==> src/common/uart_loader_pkg.sv <==
`default_nettype none

package uart_loader_pkg;

    // link timing kept short for simulation
    localparam int clks_per_tick = 4;
    localparam int ticks_per_bit = 16;

    typedef logic [7:0]  byte_t;
    typedef logic [31:0] word_t;

    localparam int seed_words = 16;
    localparam int pk_words   = 64;

    typedef logic [5:0]  addr_t;
    typedef logic [23:0] len_t;

    typedef enum logic [2:0] {
        cmd_none       = 3'd0,
        cmd_write_pk   = 3'd1,
        cmd_write_seed = 3'd2,
        cmd_read_seed  = 3'd3,
        cmd_read_pk    = 3'd4
    } cmd_e;

    localparam byte_t ack_byte = 8'h01;

    // first length byte as short length or long-form flag plus byte count
    typedef union packed {
        byte_t raw;
        struct packed {
            logic       long_form;
            logic [6:0] count;
        } f;
    } len_byte_u;

endpackage

`default_nettype wire

==> src/reply_sender.sv <==
`timescale 1ns/100ps
`default_nettype none

module reply_sender
    import uart_loader_pkg::*;
(
    input  logic  clk,
    input  logic  rst,
    input  logic  write_done,
    input  cmd_e  frame_cmd,
    input  logic  frame_end,
    input  logic  tx_busy,
    input  logic  tx_done,
    output logic  rd_sel,
    output addr_t rd_addr,
    input  word_t rd_data,
    output logic  tx_start,
    output byte_t tx_byte
);
    typedef enum logic [1:0] {st_idle, st_fetch, st_load, st_send} state_t;

    state_t     state;
    word_t      word_buf;
    logic [1:0] byte_idx;
    logic       more;
    addr_t      last_addr;
    logic       read_req;

    assign read_req = frame_end && (frame_cmd == cmd_read_seed || frame_cmd == cmd_read_pk);

    always_ff @(posedge clk)
    begin
        if (rst)
        begin
            state     <= st_idle;
            tx_start  <= 1'b0;
            rd_sel    <= 1'b0;
            rd_addr   <= '0;
            byte_idx  <= '0;
            more      <= 1'b0;
            last_addr <= '0;
        end
        else
        begin
            tx_start <= 1'b0;
            case (state)
                st_idle:
                    if (!tx_busy)
                    begin
                        if (write_done)
                        begin
                            // ack is a one-byte word with nothing after it
                            tx_byte  <= ack_byte;
                            tx_start <= 1'b1;
                            byte_idx <= 2'd3;
                            more     <= 1'b0;
                            state    <= st_send;
                        end
                        else if (read_req)
                        begin
                            rd_sel    <= (frame_cmd == cmd_read_pk);
                            last_addr <= (frame_cmd == cmd_read_pk) ? addr_t'(pk_words - 1)
                                                                    : addr_t'(seed_words - 1);
                            rd_addr   <= '0;
                            state     <= st_fetch;
                        end
                    end
                // one clock of read latency
                st_fetch: state <= st_load;
                st_load:
                begin
                    word_buf <= rd_data;
                    tx_byte  <= rd_data[31:24];
                    tx_start <= 1'b1;
                    byte_idx <= '0;
                    state    <= st_send;
                end
                st_send:
                    if (tx_done)
                    begin
                        if (byte_idx == 2'd3)
                        begin
                            if (more)
                            begin
                                word_buf <= rd_data;
                                tx_byte  <= rd_data[31:24];
                                tx_start <= 1'b1;
                                byte_idx <= '0;
                            end
                            else
                            begin
                                state <= st_idle;
                            end
                        end
                        else
                        begin
                            tx_byte  <= word_buf[23:16];
                            word_buf <= word_buf << 8;
                            tx_start <= 1'b1;
                            byte_idx <= byte_idx + 2'd1;
                            // next word is read while the last byte goes out
                            if (byte_idx == 2'd2)
                            begin
                                if (rd_addr == last_addr)
                                begin
                                    more <= 1'b0;
                                end
                                else
                                begin
                                    rd_addr <= rd_addr + addr_t'(1);
                                    more    <= 1'b1;
                                end
                            end
                        end
                    end
                default: state <= st_idle;
            endcase
        end
    end

endmodule

`default_nettype wire

==> src/tlv_decoder.sv <==
`timescale 1ns/100ps
`default_nettype none

module tlv_decoder
    import uart_loader_pkg::*;
(
    input  logic  clk,
    input  logic  rst,
    input  logic  rx_valid,
    input  byte_t rx_byte,
    output cmd_e  frame_cmd,
    output logic  frame_start,
    output logic  value_valid,
    output byte_t value_byte,
    output logic  frame_end
);
    typedef enum logic [1:0] {st_idle, st_type, st_length, st_value} state_t;

    state_t     state;
    len_byte_u  len_first;
    logic [6:0] len_bytes;
    len_t       len_left;
    cmd_e       type_cmd;

    assign len_first.raw = rx_byte;

    always_comb
    begin
        case (rx_byte)
            8'd1:    type_cmd = cmd_write_pk;
            8'd2:    type_cmd = cmd_write_seed;
            8'd3:    type_cmd = cmd_read_seed;
            8'd4:    type_cmd = cmd_read_pk;
            default: type_cmd = cmd_none;
        endcase
    end

    always_ff @(posedge clk)
    begin
        if (rst)
        begin
            state       <= st_idle;
            frame_cmd   <= cmd_none;
            frame_start <= 1'b0;
            value_valid <= 1'b0;
            frame_end   <= 1'b0;
            len_bytes   <= '0;
            len_left    <= '0;
        end
        else
        begin
            frame_start <= 1'b0;
            value_valid <= 1'b0;
            frame_end   <= 1'b0;
            case (state)
                st_idle:
                    // zero bytes between frames are padding
                    if (rx_valid && rx_byte != 8'h00)
                    begin
                        frame_cmd <= type_cmd;
                        state     <= st_type;
                    end
                st_type:
                    if (rx_valid)
                    begin
                        if (len_first.f.long_form && len_first.f.count != 7'd0)
                        begin
                            len_bytes <= len_first.f.count;
                            len_left  <= '0;
                            state     <= st_length;
                        end
                        else
                        begin
                            len_left    <= len_first.f.long_form ? '0 : len_t'(len_first.f.count);
                            frame_start <= 1'b1;
                            state       <= st_value;
                        end
                    end
                st_length:
                    if (rx_valid)
                    begin
                        // big-endian length bytes
                        len_left  <= {len_left[15:0], rx_byte};
                        len_bytes <= len_bytes - 7'd1;
                        if (len_bytes == 7'd1)
                        begin
                            frame_start <= 1'b1;
                            state       <= st_value;
                        end
                    end
                st_value:
                    if (len_left == '0)
                    begin
                        frame_end <= 1'b1;
                        state     <= st_idle;
                    end
                    else if (rx_valid)
                    begin
                        value_valid <= 1'b1;
                        value_byte  <= rx_byte;
                        len_left    <= len_left - len_t'(1);
                        if (len_left == len_t'(1))
                        begin
                            frame_end <= 1'b1;
                            state     <= st_idle;
                        end
                    end
                default: state <= st_idle;
            endcase
        end
    end

endmodule

`default_nettype wire

==> src/uart_loader_top.sv <==
`timescale 1ns/100ps
`default_nettype none

module uart_loader_top
    import uart_loader_pkg::*;
(
    input  logic clk,
    input  logic rst,
    input  logic uart_rx_in,
    output logic uart_tx_out
);
    logic  tick;
    logic  rx_valid;
    byte_t rx_byte;
    cmd_e  frame_cmd;
    logic  frame_start;
    logic  value_valid;
    byte_t value_byte;
    logic  frame_end;
    logic  write_done;
    logic  rd_sel;
    addr_t rd_addr;
    word_t rd_data;
    logic  tx_start;
    byte_t tx_byte;
    logic  tx_busy;
    logic  tx_done;

    uart_baud_gen uart_baud_gen_inst (
        .clk  (clk),
        .rst  (rst),
        .tick (tick)
    );

    uart_rx uart_rx_inst (
        .clk      (clk),
        .rst      (rst),
        .tick     (tick),
        .rx       (uart_rx_in),
        .rx_valid (rx_valid),
        .rx_byte  (rx_byte)
    );

    tlv_decoder tlv_decoder_inst (
        .clk         (clk),
        .rst         (rst),
        .rx_valid    (rx_valid),
        .rx_byte     (rx_byte),
        .frame_cmd   (frame_cmd),
        .frame_start (frame_start),
        .value_valid (value_valid),
        .value_byte  (value_byte),
        .frame_end   (frame_end)
    );

    word_store word_store_inst (
        .clk         (clk),
        .rst         (rst),
        .frame_cmd   (frame_cmd),
        .frame_start (frame_start),
        .value_valid (value_valid),
        .value_byte  (value_byte),
        .frame_end   (frame_end),
        .rd_sel      (rd_sel),
        .rd_addr     (rd_addr),
        .rd_data     (rd_data),
        .write_done  (write_done)
    );

    reply_sender reply_sender_inst (
        .clk        (clk),
        .rst        (rst),
        .write_done (write_done),
        .frame_cmd  (frame_cmd),
        .frame_end  (frame_end),
        .tx_busy    (tx_busy),
        .tx_done    (tx_done),
        .rd_sel     (rd_sel),
        .rd_addr    (rd_addr),
        .rd_data    (rd_data),
        .tx_start   (tx_start),
        .tx_byte    (tx_byte)
    );

    uart_tx uart_tx_inst (
        .clk      (clk),
        .rst      (rst),
        .tick     (tick),
        .tx_start (tx_start),
        .tx_byte  (tx_byte),
        .tx       (uart_tx_out),
        .tx_busy  (tx_busy),
        .tx_done  (tx_done)
    );

endmodule

`default_nettype wire

==> src/word_store.sv <==
`timescale 1ns/100ps
`default_nettype none

module word_store
    import uart_loader_pkg::*;
(
    input  logic  clk,
    input  logic  rst,
    input  cmd_e  frame_cmd,
    input  logic  frame_start,
    input  logic  value_valid,
    input  byte_t value_byte,
    input  logic  frame_end,
    input  logic  rd_sel,
    input  addr_t rd_addr,
    output word_t rd_data,
    output logic  write_done
);
    localparam int seed_aw = $clog2(seed_words);

    word_t      seed_mem [seed_words];
    word_t      pk_mem [pk_words];
    word_t      pack;
    logic [1:0] byte_idx;
    logic       wr_en;
    logic       mem_full;
    addr_t      wr_addr;
    addr_t      wr_last;
    logic       is_write;

    assign is_write = (frame_cmd == cmd_write_pk) || (frame_cmd == cmd_write_seed);
    assign wr_last  = (frame_cmd == cmd_write_pk) ? addr_t'(pk_words - 1)
                                                  : addr_t'(seed_words - 1);

    always_ff @(posedge clk)
    begin
        if (rst)
        begin
            byte_idx   <= '0;
            wr_en      <= 1'b0;
            wr_addr    <= '0;
            mem_full   <= 1'b0;
            write_done <= 1'b0;
        end
        else
        begin
            write_done <= frame_end && is_write;
            wr_en      <= 1'b0;
            if (frame_start)
            begin
                byte_idx <= '0;
                wr_addr  <= '0;
                mem_full <= 1'b0;
            end
            else
            begin
                if (value_valid)
                begin
                    byte_idx <= byte_idx + 2'd1;
                    // a complete word goes out on the next clock
                    if (byte_idx == 2'd3 && is_write && !mem_full)
                    begin
                        wr_en <= 1'b1;
                    end
                end
                if (wr_en)
                begin
                    if (wr_addr == wr_last)
                    begin
                        mem_full <= 1'b1;
                    end
                    else
                    begin
                        wr_addr <= wr_addr + addr_t'(1);
                    end
                end
            end
        end
    end

    // msb first packing
    always_ff @(posedge clk)
    begin
        if (value_valid)
        begin
            pack <= {pack[23:0], value_byte};
        end
    end

    always_ff @(posedge clk)
    begin
        if (wr_en)
        begin
            if (frame_cmd == cmd_write_pk)
            begin
                pk_mem[wr_addr] <= pack;
            end
            else
            begin
                seed_mem[wr_addr[seed_aw-1:0]] <= pack;
            end
        end
        rd_data <= rd_sel ? pk_mem[rd_addr] : seed_mem[rd_addr[seed_aw-1:0]];
    end

endmodule

`default_nettype wire

==> src/uart/uart_baud_gen.sv <==
`timescale 1ns/100ps
`default_nettype none

module uart_baud_gen
    import uart_loader_pkg::*;
(
    input  logic clk,
    input  logic rst,
    output logic tick
);
    localparam int cnt_w = $clog2(clks_per_tick);

    logic [cnt_w-1:0] cnt;

    always_ff @(posedge clk)
    begin
        if (rst)
        begin
            cnt  <= '0;
            tick <= 1'b0;
        end
        else
        begin
            tick <= 1'b0;
            if (cnt == cnt_w'(clks_per_tick - 1))
            begin
                cnt  <= '0;
                tick <= 1'b1;
            end
            else
            begin
                cnt <= cnt + 1'b1;
            end
        end
    end

endmodule

`default_nettype wire

==> src/uart/uart_rx.sv <==
`timescale 1ns/100ps
`default_nettype none

module uart_rx
    import uart_loader_pkg::*;
(
    input  logic  clk,
    input  logic  rst,
    input  logic  tick,
    input  logic  rx,
    output logic  rx_valid,
    output byte_t rx_byte
);
    localparam int half_bit  = ticks_per_bit / 2;
    // release a little before the end of the stop bit
    localparam int stop_last = ticks_per_bit + half_bit - 3;

    typedef enum logic [1:0] {st_idle, st_start, st_data, st_stop} state_t;

    state_t     state;
    logic       rx_meta;
    logic       rx_sync;
    logic [4:0] tick_cnt;
    logic [2:0] bit_cnt;
    byte_t      shreg;
    logic       stop_ok;

    always_ff @(posedge clk)
    begin
        if (rst)
        begin
            rx_meta  <= 1'b1;
            rx_sync  <= 1'b1;
            state    <= st_idle;
            tick_cnt <= '0;
            bit_cnt  <= '0;
            rx_valid <= 1'b0;
        end
        else
        begin
            rx_meta  <= rx;
            rx_sync  <= rx_meta;
            rx_valid <= 1'b0;
            case (state)
                st_idle:
                    if (!rx_sync)
                    begin
                        tick_cnt <= '0;
                        state    <= st_start;
                    end
                st_start:
                    if (tick)
                    begin
                        if (tick_cnt == 5'(half_bit - 1))
                        begin
                            // a high line in the middle of the start bit was a glitch
                            tick_cnt <= '0;
                            bit_cnt  <= '0;
                            state    <= rx_sync ? st_idle : st_data;
                        end
                        else
                        begin
                            tick_cnt <= tick_cnt + 5'd1;
                        end
                    end
                st_data:
                    if (tick)
                    begin
                        if (tick_cnt == 5'(ticks_per_bit - 1))
                        begin
                            tick_cnt <= '0;
                            shreg    <= {rx_sync, shreg[7:1]};
                            bit_cnt  <= bit_cnt + 3'd1;
                            if (bit_cnt == 3'd7)
                            begin
                                state <= st_stop;
                            end
                        end
                        else
                        begin
                            tick_cnt <= tick_cnt + 5'd1;
                        end
                    end
                st_stop:
                    if (tick)
                    begin
                        tick_cnt <= tick_cnt + 5'd1;
                        if (tick_cnt == 5'(ticks_per_bit - 1))
                        begin
                            stop_ok <= rx_sync;
                        end
                        if (tick_cnt == 5'(stop_last))
                        begin
                            // low stop bit drops the frame
                            rx_valid <= stop_ok;
                            rx_byte  <= shreg;
                            state    <= st_idle;
                        end
                    end
                default: state <= st_idle;
            endcase
        end
    end

endmodule

`default_nettype wire

==> src/uart/uart_tx.sv <==
`timescale 1ns/100ps
`default_nettype none

module uart_tx
    import uart_loader_pkg::*;
(
    input  logic  clk,
    input  logic  rst,
    input  logic  tick,
    input  logic  tx_start,
    input  byte_t tx_byte,
    output logic  tx,
    output logic  tx_busy,
    output logic  tx_done
);
    typedef enum logic [1:0] {st_idle, st_start, st_data, st_stop} state_t;

    state_t     state;
    logic [3:0] tick_cnt;
    logic [2:0] bit_cnt;
    byte_t      shreg;

    always_ff @(posedge clk)
    begin
        if (rst)
        begin
            state    <= st_idle;
            tx       <= 1'b1;
            tx_busy  <= 1'b0;
            tx_done  <= 1'b0;
            tick_cnt <= '0;
            bit_cnt  <= '0;
        end
        else
        begin
            tx_done <= 1'b0;
            case (state)
                st_idle:
                    if (tx_start)
                    begin
                        shreg    <= tx_byte;
                        tx       <= 1'b0;
                        tx_busy  <= 1'b1;
                        tick_cnt <= '0;
                        state    <= st_start;
                    end
                st_start:
                    if (tick)
                    begin
                        tick_cnt <= tick_cnt + 4'd1;
                        if (tick_cnt == 4'(ticks_per_bit - 1))
                        begin
                            tx      <= shreg[0];
                            bit_cnt <= '0;
                            state   <= st_data;
                        end
                    end
                st_data:
                    if (tick)
                    begin
                        tick_cnt <= tick_cnt + 4'd1;
                        if (tick_cnt == 4'(ticks_per_bit - 1))
                        begin
                            // lsb first
                            shreg   <= {1'b0, shreg[7:1]};
                            bit_cnt <= bit_cnt + 3'd1;
                            if (bit_cnt == 3'd7)
                            begin
                                tx    <= 1'b1;
                                state <= st_stop;
                            end
                            else
                            begin
                                tx <= shreg[1];
                            end
                        end
                    end
                st_stop:
                    if (tick)
                    begin
                        tick_cnt <= tick_cnt + 4'd1;
                        if (tick_cnt == 4'(ticks_per_bit - 1))
                        begin
                            tx_busy <= 1'b0;
                            tx_done <= 1'b1;
                            state   <= st_idle;
                        end
                    end
                default: state <= st_idle;
            endcase
        end
    end

endmodule

`default_nettype wire
==> config.mk <==
export PLATFORM = sky130hd
export DESIGN_NAME = uart_loader_top
export DESIGN_NICKNAME = d
export VERILOG_FILES = /design/src/common/uart_loader_pkg.sv /design/src/reply_sender.sv /design/src/tlv_decoder.sv /design/src/uart_loader_top.sv /design/src/word_store.sv /design/src/uart/uart_baud_gen.sv /design/src/uart/uart_rx.sv /design/src/uart/uart_tx.sv
export SDC_FILE = /design/constraint.sdc
export NUM_CORES = 2
export LEC_CHECK = 0
export BUFFER_PORTS_ARGS = -buffer_cell sky130_fd_sc_hd__buf_4
export CORE_MARGIN = 4
export CORE_UTILIZATION = 50
export CTS_CLUSTER_SIZE = 28
export DETAILED_ROUTE_END_ITERATION = 16
export HOLD_SLACK_MARGIN = 0.03
export PLACE_DENSITY = 0.64
export SLEW_MARGIN = 20
export SYNTH_ARGS = -nofsm -noshare
export SYNTH_HDL_FRONTEND = slang
export SYNTH_SLANG_ARGS = --single-unit
==> constraint.sdc <==
create_clock -name clk -period 6.5 [get_ports clk]
set_input_delay 1.625 -clock clk [delete_from_list [all_inputs] [get_ports clk]]
set_output_delay 1.625 -clock clk [all_outputs]
set_load 0.005 [all_outputs]
==> metrics.md <==
| Metric | Value |
|---|---|
| Status | completed |
| Critical Path AT | 5180 ps |
| DR pass1 iterations | 6 |
| Root cell of the clock tree | clkbuf_16 |
| Vias per cell | 6.33 |
| Die H | roughly 470 um |
| Max Fclk | ~220 MHz |
| Main synth FF type | edfxtp_1 |
| VDD IR max | 0.305 mV |
| P per Cell Area | between 300 and 400 nW/um2 |
| Sw Ratio | 23.0% |
| # DRC | 0 |
| Rows | between 150 and 200 |
| Synth cell types | 79 |
| Layout area overhead | 12.8% |
| Worst path cell trace | nor3b_1 > buf_4 > nand2_1 > nor2_1 > nand3_1 > nor2_4 > buf_4 |
| Critical path startpoint category | register |
| Syn avg cell area | 21.1 um2 |
| Sequential Power Share | 49.1% |
| Final setup fails | 0 |
| Total track usage | 24.3% |
| Tightest Hold Check Type | register to register |
| Slew @ Worst Pin | 1370 ps |
| Fin area | ~120000 um2 |
| Remaining global-route overflow | 0 |
| Worst path most repeated cell | buf_4 |
| Number of synthesized flops with an enable pin | 2657 |
| Setup bufs post-CTS | 0 |
| Layout cells sized above 1 | 25.1% |
| Rel. slew slack | 7.53% |
| H-tree levels | 5 |
| Ys Warns | 0 |
| Seq/Total Area, Yosys | 76.9% |
| Worst Skew | 56.7 ps |
| CTS sink cnt | 2787 |
| Hold Path Origin | uart_rx_inst.rx_meta |
| Iteration-0 DRC Markers | 6016 |
| Min Tclk post-route | 4570 ps |
| Worst EP required | 7110 ps |
| Top area cells in the synthesized netlist | edfxtp_1, mux4_2, dfxtp_1 |
| CTS buffer count | 299 |
| DP Area | 112000 um2 |
| Part of the cycle the worst path needs | between 70% and 80% |
| LEAKAGE | roughly 37 nW |
| Commonest non-fill, non-tap cells in the layout | edfxtp_1, mux4_2, clkbuf_16 |
| Synth Instances | 5074 |
| Post-DRT Antenna Nets | 0 |
| MaxCap Viol Count | 0 |
| Detail Placement HPWL | 155000 um |
| # hold bufs at CTS | 0 |
| Final Max Slew Viols | 0 |
| Nets | 5346 |
| NetSw | 9.22 mW |
| Max stage delay on crit path | 1190 ps |
| Synth top area share | 74.5% |
| Die Area | 222000 um2 |
| Die width | 471 um |
| Worst-Skew Late Latency | around 920 ps |
| Port buffer count | 3 |
| RSZ-0062 raised after global routing | no |
| Crit path kind | register to register |
| Vias post-DR | 52900 |
| Area leader, netlist | edfxtp_1 |
| Combinational Power Share | 11.8% |
| Worst setup path start | tlv_decoder_inst.frame_cmd[0] |
| Post-Syn Nets | 5112 |
| Internal | slightly above 30 mW |
| Largest net degree at the start of global routing | 110 |
| Critical path's slowest cell | nor2_4 |
| I/O Pins | 4 |
| Fin Setup TNS | 0 ps |
| Most common cell after layout, fill and taps aside | edfxtp_1 |
| RR Startpoint | tlv_decoder_inst.frame_cmd[0] |
| Post-Syn Area | roughly 110000 um2 |
| Reg clk slew, reported paths | 60 ps |
| CTS tree | done |
| Clock power share | 39.0% |
| Post-CTS sizing | 0 |
| Vias in the first global route | 52900 |
| Initial antenna violation count | 10 |
| Hold Vio Cnt, Final | 0 |
| Seq cells post-synth | 2787 |
| Starting Density | about 50% |
| Crit-path max FO | 30 |
| CP endpoint kind | register |
| Max Root-Sink Buffers | 4 |
| Ys async rst share | 0% |
| GPL Wtd Cong | approximately 0.92 |
| First-pass GRT wire length | 388000 um |
| Core area | 213000 um2 |
| Detailed-route wire length | 271000 um |
| WL/cell | 32.5 um |
==> sequential cells by signal, summed over array words and instances (netlist names), 8 cells and up, named ones only <==
register,flops
tlv_decoder_inst.len_left,24
word_store_inst.rd_data,32
uart_rx_inst.rx_byte,8
word_store_inst.pk_mem,2048
word_store_inst.seed_mem,512
uart_tx_inst.shreg,8
reply_sender_inst.word_buf,24
uart_rx_inst.shreg,8
tlv_decoder_inst.value_byte,8
word_store_inst.pack,32
reply_sender_inst.tx_byte,8
==> kinds of logic (layout without fill, tap and decap cells) <==
kind of cell / after synthesis / count (layout) / synth area share [%]
flip-flops: 2787 / 2787 / 76.9
other: 0 / 3 / 0
XOR/XNOR: 8 / 8 / 0.0654
AND/OR/NAND/NOR: 543 / 543 / 2.45
buffers and inverters: 310 / 756 / 1.22
multiplexers: 887 / 887 / 15.6
AO/OA/AOI/OAI: 504 / 504 / 3.32
adder cells (fa/ha/maj): 35 / 35 / 0.409
==> per-layer routing <==
layer	global-route usage (%)	wire length [um]	vias up
met4	8.23	9230	0
met5	0	0	-
li1	-	-	21700
met2	39.3	133000	2386
met1	33.6	106000	28300
met3	4.69	22200	460
==> stage by stage <==
| step | hold slack (ps) | cells | setup WS (ps) | total power [mW] | utilization, % |
|---|---|---|---|---|---|
| final | 409 | 8344 | 1930 | 40.1 | 56.9 |
| after global routing | 419 | 8342 | 1850 | 41.5 | 56.8 |
| after CTS | 412 | 8338 | 2000 | 40.4 | 56.8 |
| after detailed placement | 398 | 7825 | 2070 | 24.9 | 52.7 |
| after global placement | 392 | 7821 | 2030 | 24.9 | 52.6 |
| after floorplan | 389 | 5074 | 2720 | 23.6 | - |
==> power groups by stage <==
stage | clock [mW] | combinational, mW | sequential (mW)
floorplan | 0 | 3.69 | 19.9
global placement | 0 | 4.78 | 20.1
detailed placement | 0 | 4.80 | 20.1
CTS | 15.9 | 4.82 | 19.7
global route | 16.7 | 5.09 | 19.7
finish | 15.7 | 4.75 | 19.7
==> worst max-delay path, delay by kind of cell (launching register included) <==
family / cells / cell delay [ps]
buffers and inverters: 2 / 580
DFF: 1 / 400
and+or+nand+nor: 5 / 3240
==> synthesized netlist by cell type (44+ instances only) <==
master and count:
a21oi_1 79, a22oi_1 117, buf_1 59, buf_2 79
clkbuf_1 130, dfxtp_1 130, edfxtp_1 2657, mux2i_1 222
mux4_2 622, nand2_1 126, nand3_1 44, nor2_1 187
o21ai_0 52, o22ai_1 56
==> layout make-up <==
class | instances | area [um2]
multi-input cells | 1977 | 24100
clock buffers | 386 | 8040
fillers | 15500 | 91700
inverters | 36 | 135
diodes | 3 | 7.51
well taps | 2821 | 3530
flip-flops and latches | 2787 | 82400
clock inverters | 127 | 806
repair buffers | 207 | 1810
==> path summary, 6_finish.rpt <==
kind	endpoint	slack, ps	depth (start not counted)
setup / recovery	word_store_inst.pk_mem[22][8]	1930	7
hold / removal	uart_rx_inst.rx_sync	410	1
setup reg to reg	word_store_inst.pk_mem[22][8]	1930	7
hold reg to reg	uart_rx_inst.rx_sync	410	1
Power figures use the tool's default switching activity.
